$ cat src/verif/memImage.hex
// one 32-bit word per line, word i holds a5000000 plus i
A5000000
A5000001
A5000002
A5000003
A5000004
A5000005
A5000006
A5000007
A5000008
A5000009
A500000A
A500000B
A500000C
A500000D
A500000E
A500000F
A5000010
A5000011
A5000012
A5000013
A5000014
A5000015
A5000016
A5000017
A5000018
A5000019
A500001A
A500001B
A500001C
A500001D
A500001E
A500001F
A5000020
A5000021
A5000022
A5000023
A5000024
A5000025
A5000026
A5000027
A5000028
A5000029
A500002A
A500002B
A500002C
A500002D
A500002E
A500002F
A5000030
A5000031
A5000032
A5000033
A5000034
A5000035
A5000036
A5000037
A5000038
A5000039
A500003A
A500003B
A500003C
A500003D
A500003E
A500003F

$ cat src/hw/cachePkg.sv
package cachePkg;

  // cpu side address and data
  localparam int ADDR_BITS = 32;
  localparam int WORD_BITS = 32;

  // cache geometry
  localparam int BLOCK_WORDS = 4;
  localparam int BLOCK_BITS = WORD_BITS * BLOCK_WORDS;
  localparam int LINES = 8;
  localparam int OFFSET_BITS = $clog2(BLOCK_WORDS);
  localparam int INDEX_BITS = $clog2(LINES);
  localparam int TAG_BITS = 5;

  // field positions, byte offset is bits 1:0
  localparam int OFFSET_LSB = 2;
  localparam int INDEX_LSB = OFFSET_LSB + OFFSET_BITS;
  localparam int TAG_LSB = INDEX_LSB + INDEX_BITS;

  // main memory model
  localparam int MEM_WORDS = 1024;
  localparam int MEM_ADDR_BITS = $clog2(MEM_WORDS);
  localparam int BLOCK_ADDR_BITS = MEM_ADDR_BITS - OFFSET_BITS;
  localparam int WAIT_CYCLES = 2;
  localparam int WAIT_BITS = $clog2(WAIT_CYCLES + 1);
  localparam string MEM_IMAGE = "/design/src/verif/memImage.hex";

  typedef enum logic {OP_LOAD, OP_STORE} cacheOp_t;

  typedef enum logic [2:0] {IDLE, WRITEBACK, REFILL, UPDATE, RESPOND} ctrlState_t;

  typedef enum logic [1:0] {MEM_IDLE, MEM_BUSY, MEM_DONE} memState_t;

endpackage
$ cat src/hw/cacheData.sv
`timescale 1ns/100ps

module cacheData
  import cachePkg::*;
(
  input  logic                   clk,
  input  logic [INDEX_BITS-1:0]  index,
  input  logic [OFFSET_BITS-1:0] offset,
  input  logic [WORD_BITS-1:0]   wdata,
  input  logic [BLOCK_BITS-1:0]  memRdata,
  input  logic                   refillWrite,
  input  logic                   storeWrite,
  input  logic                   loadCapture,
  output logic [BLOCK_BITS-1:0]  victimBlock,
  output logic [WORD_BITS-1:0]   rdata
);

  // block array, word 0 in the low bits as in memory
  logic [BLOCK_WORDS-1:0][WORD_BITS-1:0] blocks [LINES];

  // word of the indexed line selected by the offset
  logic [WORD_BITS-1:0] selWord;

  assign selWord = blocks[index][offset];

  // refill replaces the whole block
  // a store only touches its own word
  always_ff @(posedge clk)
  begin
    if (refillWrite)
    begin
      blocks[index] <= memRdata;
    end
    else if (storeWrite)
    begin
      blocks[index][offset] <= wdata;
    end
  end

  // load result
  // held until the next load so it stays valid after ready
  always_ff @(posedge clk)
  begin
    if (loadCapture)
    begin
      rdata <= selWord;
    end
  end

  // whole indexed block goes out on write-back
  assign victimBlock = blocks[index];

endmodule

$ cat config.mk
export PLATFORM = sky130hd
export DESIGN_NAME = cacheData
export DESIGN_NICKNAME = d
export VERILOG_FILES = /design/src/hw/cachePkg.sv /design/src/hw/cacheData.sv
export SDC_FILE = /design/constraint.sdc
export NUM_CORES = 1
export LEC_CHECK = 0
export CORE_MARGIN = 5
export CORE_UTILIZATION = 63
export CTS_BUF_LIST = sky130_fd_sc_hd__clkbuf_8 sky130_fd_sc_hd__clkbuf_16
export DETAILED_ROUTE_END_ITERATION = 10
export DONT_BUFFER_PORTS = 1
export PLACE_DENSITY = 0.79
export SLEW_MARGIN = 20
export SYNTH_ARGS = -nofsm -noshare
export SYNTH_HDL_FRONTEND = slang
export SYNTH_SLANG_ARGS = --single-unit
export TNS_END_PERCENT = 30
$ cat constraint.sdc
create_clock -name clk -period 5.43 [get_ports clk]
set_input_delay 0.8145 -clock clk [delete_from_list [all_inputs] [get_ports clk]]
set_output_delay 0.8145 -clock clk [all_outputs]
set_load 0.03 [all_outputs]
==> out/results.ini <==
[status]
outcome=finished, final reports clean

[placed_design]
dp_slack_ns=1.625
gp_congestion=0.9513
hpwl_um=73790
portBuffers=0

[global_route]
first_global_vias=20810
grt_pass1_wl_um=163800
grt_antenna_before_repair=54
grt_overflow=0
grt_max_degree=272
grt_usage_pct=33.33

[synthesis]
synth_common_cells=edfxtp_1 (1,056), mux4_2 (236), mux2_2 (186)
ys_ff_latch=1056
synth-async-reset-ratio_pct=0
yosysMostFrequentCell=edfxtp_1
synth_top_area_share_pct=75.83
avgSynthCellArea_sq_um=22.35
syn_inst=1871
syn_nets=2040
yosysSeqAreaShare_pct=75.83
synth_edf_count=1056
synth_flop_cell=edfxtp_1
yosysUniqueCellTypes=37
yosys_warnings=0
synth.cell_area_sq_um=41820
yosysTopAreaCell=edfxtp_1
synth_area_leaders=edfxtp_1 (76%), mux4_2 (13%), mux2_2 (5.0%), mux2_1 (1.6%), o22ai_1 (0.99%)

[clock_network]
cts_setup_buffers=0
cts.clk_slew.worst_paths_ns=0.06
cts-root-buf=clkbuf_16
htreeDepth=3
cts_resized=0
cts_tree=yes
clk_path_buf_depth=3
cts_hold_buf=0
cts_buffers=100
clock_sinks=1056
insertion_delay_ns=0.67

[worst_setup_path]
crit_path_max_fanout=271
cp.required_ns=4.62
end_kind=primary output
worstSetupPathType=in2out
critical_path.startpoint_type=input port
arrival_ns=3.33

[route]
firstDrtPassIters=5
route.final.wire_length_um=119800
drt-vias-per-instance=7.205
vias=21280
antenna_left=0
drcViolationCount=0
drt_iter0_drc=3114
wl_per_cell_um=40.55

[die]
rows=94
start_util_pct=63.61
die_h_um=267.6
die_width_um=267.6
dieArea_sq_um=71630
core_area_sq_um=65750
pin_count=329

[sta]
fin_crit_sh_pct=76.42
period_minus_slack_ns=4.149
fmax_mhz=241.0
setup_viol=0
setup_tns_ns=0
slew_headroom_pct=17.50
worstMarginPinSlew_ns=1.238
fin_ws_ns=1.281
finClkSkew_ns=0.02983
rsz0062_at_grt=false
maxSlewViolCount=0
hold_viol_final=0

[power_and_ir_drop]
leakage_nw=14.40
power_density_nw_per_um2=381.0
peakVddDrop_uv=405.1

[finish]
finalNetCount=2078
final_layout_size_suffix_gt1_share_pct=32.78
area_growth_syn_to_layout_pct=10.72
fill_cells=3693

[flow_run]
maxCapViolCount=0

[worst_hold_path]
min_path_type=in2reg

-- worst max-delay path: stages --
cell and delay, ns:
nor2b_1 0.96, a221oi_1 0.26, o22ai_1 0.94
-- logic make-up after synthesis --
kind of cell,count (synthesis),share of synthesized area (%)
AO/OA/AOI/OAI,119,2.121
buffers and inverters,112,1.478
flip-flops,1056,75.83
multiplexers,486,19.43
AND/OR/NAND/NOR,98,1.140
-- through the flow --
step	power (mW)	area, sq um	hold slack [ns]	std cells	utilization (%)
floorplan	10.62	41820	0.7741	1871	-
global placement	10.93	42850	0.9075	2670	65.18
detailed placement	10.98	42850	0.9383	2670	65.18
CTS	17.65	46020	0.2339	2852	70.00
global route	18.09	46150	0.2596	2891	70.19
finish	17.64	46300	0.2710	2953	70.42
-- layer usage --
layer	wire length (um)	global-route usage (%)
met1	38200	42.57
met2	55840	50.39
met5	107	0
met4	7045	16.97
met3	18560	13.48
-- registers in the layout (all words and copies together), names as in the netlist --
register,cells
blocks,1024
rdata,32
-- worst paths after layout --
kind,start,to,slack [ns],cells past startpoint
min reg2reg,blocks[1][126]$_DFFE_PP_,rdata[30]$_DFFE_PP_,1.02,3
min,loadCapture,rdata[31]$_DFFE_PP_,0.27,0
max reg2reg,blocks[0][49]$_DFFE_PP_,rdata[17]$_DFFE_PP_,2.71,4
max,index[2],victimBlock[90],1.28,3
-- report_power, final --
group / internal [mW] / switching (mW)
clock network: 3.81 / 2.98
logic: 0.441 / 0.908
registers: 9.35 / 0.153
total: 13.6 / 4.04
-- cells in the final DEF (no fill, tap or decap), drive strengths merged, types with 2 or more instances in the layout --
| cell | instances |
|---|---|
| mux4 | 236 |
| and2 | 5 |
| o32ai | 3 |
| nand2 | 8 |
| bufinv | 9 |
| nor3 | 22 |
| mux2 | 246 |
| a221oi | 32 |
| edfxtp | 1056 |
| inv | 27 |
| clkbuf | 101 |
| nor4b | 2 |
| nand2b | 2 |
| buf | 45 |
| o21ai | 3 |
| diode | 100 |
| o221a | 8 |
| a32o | 3 |
| nor2b | 6 |
| clkinvlp | 4 |
| nor2 | 47 |
| mux2i | 4 |
| clkinv | 44 |
| or2 | 2 |
| o22ai | 66 |
-- layout make-up --
type	count	area (sq um)	area share [%]
Multi-Input combinational cell	703	9712	20.98
Antenna cell	100	250.2	0.5405
Sequential cell	1056	31710	68.49
Timing Repair Buffer	45	357.8	0.7729
Clock inverter	81	645.6	1.394
Inverter	3	16.27	0.03513
Tap cell	864	1081	2.335
Clock buffer	101	2527	5.459
No activity file was read; power rests on OpenSTA's default activity.
