--- src/verif/memImage.hex ---
// one 32-bit word per line, word i holds a5000000 plus i
A5000000
A5000001
A5000002
A5000003
A5000004
A5000005
A5000006
A5000007
A5000008
A5000009
A500000A
A500000B
A500000C
A500000D
A500000E
A500000F
A5000010
A5000011
A5000012
A5000013
A5000014
A5000015
A5000016
A5000017
A5000018
A5000019
A500001A
A500001B
A500001C
A500001D
A500001E
A500001F
A5000020
A5000021
A5000022
A5000023
A5000024
A5000025
A5000026
A5000027
A5000028
A5000029
A500002A
A500002B
A500002C
A500002D
A500002E
A500002F
A5000030
A5000031
A5000032
A5000033
A5000034
A5000035
A5000036
A5000037
A5000038
A5000039
A500003A
A500003B
A500003C
A500003D
A500003E
A500003F

--- src/hw/cachePkg.sv ---
package cachePkg;

  // cpu side address and data
  localparam int ADDR_BITS = 32;
  localparam int WORD_BITS = 32;

  // cache geometry
  localparam int BLOCK_WORDS = 4;
  localparam int BLOCK_BITS = WORD_BITS * BLOCK_WORDS;
  localparam int LINES = 8;
  localparam int OFFSET_BITS = $clog2(BLOCK_WORDS);
  localparam int INDEX_BITS = $clog2(LINES);
  localparam int TAG_BITS = 5;

  // field positions, byte offset is bits 1:0
  localparam int OFFSET_LSB = 2;
  localparam int INDEX_LSB = OFFSET_LSB + OFFSET_BITS;
  localparam int TAG_LSB = INDEX_LSB + INDEX_BITS;

  // main memory model
  localparam int MEM_WORDS = 1024;
  localparam int MEM_ADDR_BITS = $clog2(MEM_WORDS);
  localparam int BLOCK_ADDR_BITS = MEM_ADDR_BITS - OFFSET_BITS;
  localparam int WAIT_CYCLES = 2;
  localparam int WAIT_BITS = $clog2(WAIT_CYCLES + 1);
  localparam string MEM_IMAGE = "/design/src/verif/memImage.hex";

  typedef enum logic {OP_LOAD, OP_STORE} cacheOp_t;

  typedef enum logic [2:0] {IDLE, WRITEBACK, REFILL, UPDATE, RESPOND} ctrlState_t;

  typedef enum logic [1:0] {MEM_IDLE, MEM_BUSY, MEM_DONE} memState_t;

endpackage
--- src/hw/cacheLookup.sv ---
`timescale 1ns/100ps

module cacheLookup
  import cachePkg::*;
(
  input  logic                   clk,
  input  logic                   rstN,
  input  logic [ADDR_BITS-1:0]   addr,
  input  logic                   tagWrite,
  input  logic                   markDirty,
  output logic                   hit,
  output logic                   dirty,
  output logic [TAG_BITS-1:0]    victimTag,
  output logic [INDEX_BITS-1:0]  index,
  output logic [OFFSET_BITS-1:0] offset
);

  // requested tag from the cpu address
  logic [TAG_BITS-1:0] reqTag;

  // per line state
  logic [TAG_BITS-1:0] tags [LINES];
  logic [LINES-1:0]    validBits;
  logic [LINES-1:0]    dirtyBits;

  // address split
  // bits 11:7 tag, 6:4 line, 3:2 word
  assign reqTag = addr[TAG_LSB +: TAG_BITS];
  assign index  = addr[INDEX_LSB +: INDEX_BITS];
  assign offset = addr[OFFSET_LSB +: OFFSET_BITS];

  // tag store, written only when a refilled block is installed
  always_ff @(posedge clk)
  begin
    if (tagWrite)
    begin
      tags[index] <= reqTag;
    end
  end

  // valid and dirty bits
  // install sets valid and leaves the line clean
  always_ff @(posedge clk)
  begin
    if (!rstN)
    begin
      validBits <= '0;
      dirtyBits <= '0;
    end
    else if (tagWrite)
    begin
      validBits[index] <= 1'b1;
      dirtyBits[index] <= 1'b0;
    end
    else if (markDirty)
    begin
      dirtyBits[index] <= 1'b1;
    end
  end

  // hit check on the indexed line
  assign hit = validBits[index] && (tags[index] == reqTag);

  // current occupant, used for the write-back decision and address
  assign dirty     = validBits[index] && dirtyBits[index];
  assign victimTag = tags[index];

  // install comes from a refill, dirty from a store hit; never in one cycle
  assert property (@(posedge clk) disable iff (!rstN) !(tagWrite && markDirty))
    else $error("tag install and dirty mark in the same cycle");

endmodule

--- config.mk ---
export PLATFORM = sky130hd
export DESIGN_NAME = cacheLookup
export DESIGN_NICKNAME = d
export VERILOG_FILES = /design/src/hw/cachePkg.sv /design/src/hw/cacheLookup.sv
export SDC_FILE = /design/constraint.sdc
export NUM_CORES = 1
export LEC_CHECK = 0
export BUFFER_PORTS_ARGS = -buffer_cell sky130_fd_sc_hd__buf_2
export CORE_ASPECT_RATIO = 0.8
export CORE_MARGIN = 5
export CORE_UTILIZATION = 58
export DETAILED_ROUTE_END_ITERATION = 10
export PLACE_DENSITY = 0.91
export SLEW_MARGIN = 20
export SYNTH_ARGS = -nofsm -noshare
export SYNTH_HDL_FRONTEND = slang
export SYNTH_SLANG_ARGS = --single-unit
export TNS_END_PERCENT = 100
--- constraint.sdc ---
create_clock -name clk -period 2.23 [get_ports clk]
set_input_delay 0 -clock clk [delete_from_list [all_inputs] [get_ports clk]]
set_output_delay 0 -clock clk [all_outputs]
set_load 0.02 [all_outputs]
==> impl_metrics.toml <==
[critical_path]
cp-end-kind = "output pin"
path_max_fanout = 3
crit_chain = "mux2i_1 -> o22ai_1 -> or3_1 -> a22o_1 -> nor4_2 -> buf_2"
crit_path_max_incr_delay_ps = 370
reg2regPathDepth = 2
worst-endpoint-required_ps = 2230
worstSetupStartpoint = "tags[4][0]"
cp.depth = 6
cp_num_buf_inv = 1
crit_slowest_cell = "edfxtp_1"
critPathKind = "register to output pin"
crit_family = "simple AND/OR/NAND/NOR gates"
arrival_ps = 2040
cp-start-kind = "register"

[grt]
grt_max_degree = 18
grt_remaining_overflow = 0
grt_pass1_vias = 1496
antenna_found_initial = 0
grt_pass1_wl_um = 7540
track_usage = 0.194

[clock_network]
clk_path_buf_depth = 2
cts_setup_buffers = 0
htree_num_levels = 2
hold_buffers = 5
clkSinkCount = 56
cts_root_buf = "clkbuf_8"
post_cts_resized = 0
clkTransAtPathRegs_ps = 90
cts_buffers = 5
clock_latency_ps = 310
cts_tree = "yes"

[power_and_ir_drop]
swShare = 0.237
powerDensity_mw_per_mm2 = 704
p_switching_mw = 0.450
vdd_ir_drop_max_v = 0.000501
cellLeakagePower_nw = 1.01
internal_power_mw = 1.45
clkPwrFrac = 0.281
total_power_mw = 1.90
p_seq_frac = 0.611
p_comb_frac = 0.108

[floorplan]
io_pins = 48
die_area_mm2 = 0.00552
core_region_area_mm2 = 0.00388
initial_utilization = 0.617
die_w_um = 81.8
die_y_um = 67.4
rows = 20

[worst_hold_path]
min_path_type = "input pin to output pin"
hold_depth = 0
hp-start = "addr[3]"

[detailed_routing]
totalWireLength_um = 4820
dr.pass1.iters = 4
wl_per_cell_um = 18.1
ant_nets = 0
viasPerCell = 5.79
drc_errors = 0
dr_total_vias = 1545
drtIter0Drc = 134

[yosys]
synthDistinctLibCells = 33
synth_ff_type = "edfxtp_1"
synth_commonest_cells = "edfxtp_1 (40), mux2i_1 (25), dfxtp_1 (16)"
ys_seq_elements = 56
synthTopCellsByArea = "edfxtp_1 (50%), dfxtp_1 (13%), mux2i_1 (10%)"
syn_area_mm2 = 0.00239
netlist_instances = 179
synth.yosys.seq_area_share = 0.636
async_flop_share = 0
yosysTopAreaCell = "edfxtp_1"
synth_nets = 215
yosysTopAreaCellShare = 0.502
syn_avg_cell_area_um2 = 13.4
synth_edf_count = 40
synth_warnings = 0
yosysMostFrequentCell = "edfxtp_1"

[placed_design]
place_inst = 254
io_buffer_count = 21
dp.final_hpwl_um = 3330
gp_congestion = 0.776

[sta]
finalCriticalPeriod_ps = 2040
grt_setup_unrepaired = "no"
finalClockSkew_ps = 0
period_share = 0.914
slew_violations = 0
hold_violations = 0
tightest_slew_ps = 412
relSlewSlack = 0.724
setup_viol = 0
tns_ps = 0
fmax_ghz = 0.491

[finish]
register_area_mm2 = 0.00152
synthToLayoutAreaGrowth_pct = 12.6
post_route_cells_drive_above_1_share = 0.198
antenna_cells = 0
multiInputGateArea_um2 = 762
nets = 247
final-instance-count-excl-fill = 267
n_fill_cell = 278

[run_status]
status = "finished, final reports clean"

[flow_run]
drv_cap = 0
-- layout make-up --
class                           instances  area share
Clock inverter                          3     0.00697
Clock buffer                            5      0.0256
Tap cell                               55      0.0256
Timing Repair Buffer                   38      0.0911
Sequential cell                        56       0.565
Inverter                                2     0.00279
Multi-Input combinational cell        108       0.283
-- stage by stage --
stage,utilization,cell area [um^2],hold slack (ps),setup slack (ps)
6_report,0.694,2690,0.00886,193
4_1_cts,0.694,2690,0.236,171
3_3_place_gp,0.659,2550,0.236,386
5_1_grt,0.694,2690,0.0540,55.1
2_1_floorplan,-,2390,98.9,599
3_5_place_dp,0.659,2550,0.236,362
-- placed cells by master (no fill, tap or decap) --
cell,count
a211o_1,2
a211oi_1,1
a21oi_1,7
a221oi_1,2
a22o_1,1
a31oi_1,4
a41oi_1,1
and3_1,1
buf_2,21
buf_4,12
clkbuf_8,5
clkinv_1,1
clkinvlp_4,2
dfxtp_1,16
dlygate4sd3_1,5
edfxtp_1,40
inv_1,1
inv_2,1
mux2i_1,25
nand2_1,6
nand2b_1,2
nand3_1,1
nor2_1,13
nor2b_1,3
nor3b_1,8
nor4_2,1
o21a_1,8
o21ai_0,3
o22a_1,2
o22ai_1,8
or2_1,4
or2b_1,1
or3_1,2
xor2_1,2
-- power by group through the flow --
stage / Clock (mW) / Combinational [mW] / Sequential (mW)
6_report: 0.533 / 0.205 / 1.16
5_1_grt: 0.601 / 0.222 / 1.16
4_1_cts: 0.552 / 0.205 / 1.16
3_5_place_dp: 0 / 0.198 / 1.18
3_3_place_gp: 0 / 0.192 / 1.18
2_1_floorplan: 0 / 0.143 / 1.18
-- final timing paths --
kind / to / slack (ps)
worst min register to register: validBits[2] / 470
worst max register to register: register / 1560
worst min-delay path: offset[1] / 0.009
worst max-delay path: hit / 190
-- routing by layer --
layer,part of all wire,GRT usage
met5,0,0
met1,0.41,0.257
met2,0.48,0.302
met3,0.083,0.0627
met4,0.021,0.0705
-- cells by family after synthesis --
family	count (synthesis)	synth area share
AOI/OAI and AO/OA	39	0.110
muxes	25	0.105
buffers and inverters	15	0.0455
xor gates and xnor gates	2	0.00732
and+or+nand+nor	42	0.0968
DFF	56	0.636
Power figures use the tool's default switching activity.
