File: src/verif/memImage.hex
// one 32-bit word per line, word i holds a5000000 plus i
A5000000
A5000001
A5000002
A5000003
A5000004
A5000005
A5000006
A5000007
A5000008
A5000009
A500000A
A500000B
A500000C
A500000D
A500000E
A500000F
A5000010
A5000011
A5000012
A5000013
A5000014
A5000015
A5000016
A5000017
A5000018
A5000019
A500001A
A500001B
A500001C
A500001D
A500001E
A500001F
A5000020
A5000021
A5000022
A5000023
A5000024
A5000025
A5000026
A5000027
A5000028
A5000029
A500002A
A500002B
A500002C
A500002D
A500002E
A500002F
A5000030
A5000031
A5000032
A5000033
A5000034
A5000035
A5000036
A5000037
A5000038
A5000039
A500003A
A500003B
A500003C
A500003D
A500003E
A500003F

File: src/hw/cachePkg.sv
package cachePkg;

  // cpu side address and data
  localparam int ADDR_BITS = 32;
  localparam int WORD_BITS = 32;

  // cache geometry
  localparam int BLOCK_WORDS = 4;
  localparam int BLOCK_BITS = WORD_BITS * BLOCK_WORDS;
  localparam int LINES = 8;
  localparam int OFFSET_BITS = $clog2(BLOCK_WORDS);
  localparam int INDEX_BITS = $clog2(LINES);
  localparam int TAG_BITS = 5;

  // field positions, byte offset is bits 1:0
  localparam int OFFSET_LSB = 2;
  localparam int INDEX_LSB = OFFSET_LSB + OFFSET_BITS;
  localparam int TAG_LSB = INDEX_LSB + INDEX_BITS;

  // main memory model
  localparam int MEM_WORDS = 1024;
  localparam int MEM_ADDR_BITS = $clog2(MEM_WORDS);
  localparam int BLOCK_ADDR_BITS = MEM_ADDR_BITS - OFFSET_BITS;
  localparam int WAIT_CYCLES = 2;
  localparam int WAIT_BITS = $clog2(WAIT_CYCLES + 1);
  localparam string MEM_IMAGE = "/design/src/verif/memImage.hex";

  typedef enum logic {OP_LOAD, OP_STORE} cacheOp_t;

  typedef enum logic [2:0] {IDLE, WRITEBACK, REFILL, UPDATE, RESPOND} ctrlState_t;

  typedef enum logic [1:0] {MEM_IDLE, MEM_BUSY, MEM_DONE} memState_t;

endpackage
File: src/hw/cacheController.sv
`timescale 1ns/100ps

module cacheController
  import cachePkg::*;
(
  input  logic                  clk,
  input  logic                  rstN,
  input  logic                  req,
  input  cacheOp_t              op,
  input  logic [ADDR_BITS-1:0]  addr,
  input  logic                  hit,
  input  logic                  dirty,
  input  logic [TAG_BITS-1:0]   victimTag,
  input  logic [INDEX_BITS-1:0] index,
  input  logic                  memValid,
  output logic                  tagWrite,
  output logic                  markDirty,
  output logic                  refillWrite,
  output logic                  storeWrite,
  output logic                  loadCapture,
  output logic                  memRe,
  output logic                  memWe,
  output logic                  ready,
  output logic [ADDR_BITS-1:0]  memAddr
);

  ctrlState_t state, nextState;

  // request decode in idle
  logic idleReq;
  logic idleMiss;
  // cycle in which the request is served out of the cache
  logic hitServe;
  logic [ADDR_BITS-1:0] victimAddr;
  logic [ADDR_BITS-1:0] fillAddr;

  assign idleReq  = (state == IDLE) && req;
  assign idleMiss = idleReq && !hit;

  // update replays the access on the freshly installed line
  assign hitServe = (idleReq && hit) || (state == UPDATE);

  always_ff @(posedge clk)
  begin
    if (!rstN)
      state <= IDLE;
    else
      state <= nextState;
  end

  always_comb
  begin
    nextState = state;
    case (state)
      IDLE:
        if (req)
          nextState = hit ? RESPOND : (dirty ? WRITEBACK : REFILL);
      WRITEBACK:
        if (memValid)
          nextState = REFILL;
      REFILL:
        if (memValid)
          nextState = UPDATE;
      UPDATE:
        nextState = RESPOND;
      RESPOND:
        nextState = IDLE;
      default:
        nextState = IDLE;
    endcase
  end

  // store merge and dirty mark share one edge on a hit
  assign storeWrite  = hitServe && (op == OP_STORE);
  assign markDirty   = hitServe && (op == OP_STORE);
  assign loadCapture = hitServe && (op == OP_LOAD);

  // install block and tag on the edge into update
  assign refillWrite = (state == REFILL) && memValid;
  assign tagWrite    = (state == REFILL) && memValid;

  // memory requests start in idle so the wait overlaps the first state cycle
  // write-back hands over to the refill read in its valid cycle
  assign memWe = (idleMiss && dirty) || ((state == WRITEBACK) && !memValid);
  assign memRe = (idleMiss && !dirty) || ((state == WRITEBACK) && memValid)
               || ((state == REFILL) && !memValid);

  // victim address from the stored tag and fill address from the cpu
  assign victimAddr = {{(ADDR_BITS - TAG_LSB - TAG_BITS){1'b0}}, victimTag, index,
                       {INDEX_LSB{1'b0}}};
  assign fillAddr   = {addr[ADDR_BITS-1:INDEX_LSB], {INDEX_LSB{1'b0}}};
  assign memAddr    = memWe ? victimAddr : fillAddr;

  assign ready = (state == RESPOND);

  assert property (@(posedge clk) disable iff (!rstN) !(memRe && memWe))
    else $error("memory read and write requested together");

  // the installed tag must make the replayed access hit
  assert property (@(posedge clk) disable iff (!rstN) (state == UPDATE) |-> hit)
    else $error("replay after refill missed");

endmodule

File: config.mk
export PLATFORM = sky130hd
export DESIGN_NAME = cacheController
export DESIGN_NICKNAME = d
export VERILOG_FILES = /design/src/hw/cachePkg.sv /design/src/hw/cacheController.sv
export SDC_FILE = /design/constraint.sdc
export NUM_CORES = 1
export LEC_CHECK = 0
export BUFFER_PORTS_ARGS = -buffer_cell sky130_fd_sc_hd__buf_2
export CORE_MARGIN = 2
export CORE_UTILIZATION = 32
export DETAILED_ROUTE_END_ITERATION = 12
export PLACE_DENSITY = 0.81
export SLEW_MARGIN = 20
export SYNTH_ARGS = -nofsm -noshare
export SYNTH_HDL_FRONTEND = slang
export SYNTH_SLANG_ARGS = --single-unit
File: constraint.sdc
create_clock -name clk -period 3.2 [get_ports clk]
set_input_delay 0.64 -clock clk [delete_from_list [all_inputs] [get_ports clk]]
set_output_delay 0.64 -clock clk [all_outputs]
set_load 0.05 [all_outputs]
==> flow_summary.ini <==
[status]
status = finished clean

[logic_synthesis]
syn_inst = 76
synth_top_area_frac = 0.2126
syn_avg_cell_area_um2 = 8.133
ys_seq_elements = 3
synth_area_leaders = and2_1, mux2_4, dfxtp_1, buf_4, buf_6
yosysSeqAreaShare = 0.09717
synth_top_cell_by_area = and2_1
yosys_warnings = 0
synth.distinct_cells = 27
syn_area_um2 = 618.1

[clocking]
clk_path_buf_depth = 2
cts-resized-gates = 0
clkLatencyLatePin_ns = 0.23
postCtsSetupBuffers = 0
cts-root-buf = clkbuf_4
cts_made_buffers = 3
clk_pin_slew_ns = 0.04
htreeDepth = 1
cts_tree = yes
ctsHoldBuffers = 0
cts_sinks = 3

[grt]
grt_start_max_net_pins = 19
grt_first_pass_wirelength_um = 2421
first_global_vias = 596
overflow = 0
antenna_found_initial = 0
grtUsageTotal = 0.1458

[worst_setup_path]
path_delay_family = flip-flops
crit_buf_inv = 2
cp_max_fo = 18
critPathCaptureType = primary output
required_ns = 2.56
start_kind = flop
path_cells = nor4b_2, a31oi_2, buf_4, mux2_4, buf_2
critPathSlowestCell = dfxtp_1
cpPeakStageDelay_ns = 0.56
critPathArrivalTime_ns = 1.95
critPathKind = flop to primary output

[sta]
post-route-min-period_ns = 2.592
skew_ns = 0.0004938
hold_viol = 0
fin_crit_sh = 0.8099
rsz0062_at_grt = false
fmax_mhz = 385.9
finalMaxSlewViolations = 0
setup_viol = 0
tns_ns = 0

[layout]
top_register = state
largest_reg_flops = 3
fin_nets = 200
antennaDiodeCount = 0
reg.largest.list = state: 3 flops
syn_to_final_growth_pct = 64.58
fill_cells = 192
drive_gt1_frac = 0.6382

[power_and_ir_drop]
power_switching_uw = 640.1
ir_worst_vdd_uv = 434.5
p_int_uw = 352.7
p_per_area_mw_per_mm2 = 976.0
power_uw = 992.8
pwr-share-clk = 0.065
combinationalPowerShare = 0.830
p_sw_frac = 0.6447
p_leak_uw = 0.0005901
pwr-share-seq = 0.105

[placement]
gp_congestion = 0.7404
hpwlAfterDp_um = 1835
place.port_buffers = 78

[detailed_routing]
drc = 0
via_per_inst = 4.362
routedWlPerCell_um = 11.66
first_pass_iters = 2
routed_wl_um = 2063
antenna_left = 0
num_vias = 772
drtIter0Drc = 7

[die]
core_area_mm2 = 0.001764
chipHeight_um = 47.95
start_util = 0.3504
dieArea_mm2 = 0.002299
core.rowCount = 15
io_pins = 87
die_w_um = 47.95

[worst_hold_path]
hp-class = flop to flop

[flow_run]
cap_viol_max_count = 0
==> per-layer routing <==
layer | vias to the layer above | wire length [um] | track usage | share of wire
li1 | 401 | - | - | -
met1 | 344 | 726 | 0.1704 | 0.35
met2 | 27 | 1193 | 0.2720 | 0.58
met3 | 0 | 143 | 0.01509 | 0.069
met4 | 0 | 0 | 0.04865 | 0
met5 | - | 0 | 0 | 0
==> through the flow <==
step | area (um2) | instances | hold WS (ns) | setup WS, ns | utilization
floorplan | 635.6 | 79 | 0.5487 | 0.6552 | -
global placement | 991.0 | 173 | 0.6019 | 0.6449 | 0.5617
detailed placement | 991.0 | 173 | 0.6138 | 0.6138 | 0.5617
CTS | 1017 | 177 | 0.6188 | 0.6011 | 0.5766
global route | 1017 | 177 | 0.6559 | 0.4928 | 0.5766
finish | 1017 | 177 | 0.6121 | 0.6084 | 0.5766
==> path summary, 6_finish.rpt <==
kind,startpoint,endpoint,slack [ns],cells past startpoint
worst max register to register,state[0]$_SDFFE_PN0P_,state[2]$_SDFFE_PN0P_,1.79,3
worst max-delay path,state[1]$_SDFFE_PN0P_,memAddr[10],0.61,5
worst min register to register,state[2]$_SDFFE_PN0P_,state[2]$_SDFFE_PN0P_,0.61,1
worst min-delay path,state[2]$_SDFFE_PN0P_,state[2]$_SDFFE_PN0P_,0.61,1
==> cells in the final DEF, fill, tap and decap left out <==
master	count
nand2b_1	1
nor2_1	4
a21boi_1	1
a2111oi_2	2
clkbuf_4	3
nor3_1	1
a31oi_2	1
inv_1	6
o21ai_0	1
dfxtp_1	3
clkbuf_1	1
nor2b_1	1
nor4b_2	2
buf_2	78
a21oi_1	2
and3_1	1
o311a_1	1
conb_1	4
nand4bb_1	1
nand2_1	3
mux2_4	8
o211ai_1	1
and2_1	21
buf_4	2
nor2b_4	1
a221oi_1	2
==> kinds of logic (layout without fill, tap and decap cells) <==
| logic type | Yosys count | after routing | synth area share |
|---|---|---|---|
| AND/OR/NAND/NOR | 36 | 36 | 0.3826 |
| buffers and inverters | 17 | 90 | 0.1781 |
| AO/OA/AOI/OAI | 11 | 11 | 0.1417 |
| multiplexers | 8 | 8 | 0.1943 |
| flip-flops | 3 | 3 | 0.09717 |
| other | 1 | 4 | 0.006067 |
==> synthesized netlist by cell type <==
cell       instances
nand2b_1           1
mux2_4             8
nand4bb_1          1
and3_1             1
a2111oi_0          1
conb_1             1
a31oi_1            1
a21oi_1            2
buf_2              1
buf_6              3
a221oi_1           2
nor2b_1            1
a2111oi_2          1
o211ai_1           1
nor2_1             4
nor2b_4            1
buf_4              6
o21ai_0            1
nor4b_2            2
nor3_1             1
dfxtp_1            3
o311a_1            1
a21boi_1           1
inv_1              6
clkbuf_1           1
nand2_1            3
and2_1            21
==> worst register-to-register path: stages, from the launching register on <==
cell	delay (ns)
dfxtp_1	0.54
nor2_1	0.09
o311a_1	0.34
a2111oi_2	0.33
==> power groups by stage <==
stage | Sequential, uW | Clock (uW) | Combinational (uW)
final | 104 | 64.8 | 824
after global routing | 111 | 70.2 | 872
after CTS | 103 | 69.2 | 829
after detailed placement | 104 | 0 | 828
after global placement | 101 | 0 | 816
after floorplan | 72.5 | 0 | 727
==> cell type report <==
class | instances | area [um2] | share of cell area
multi-input combinational | 59 | 471.7 | 0.4637
timing repair buffer | 80 | 405.4 | 0.3985
sequential | 3 | 60.06 | 0.05904
tap | 25 | 31.28 | 0.03075
clock buffer | 4 | 26.28 | 0.02583
inverter | 6 | 22.52 | 0.02214
Power figures use the tool's default switching activity.
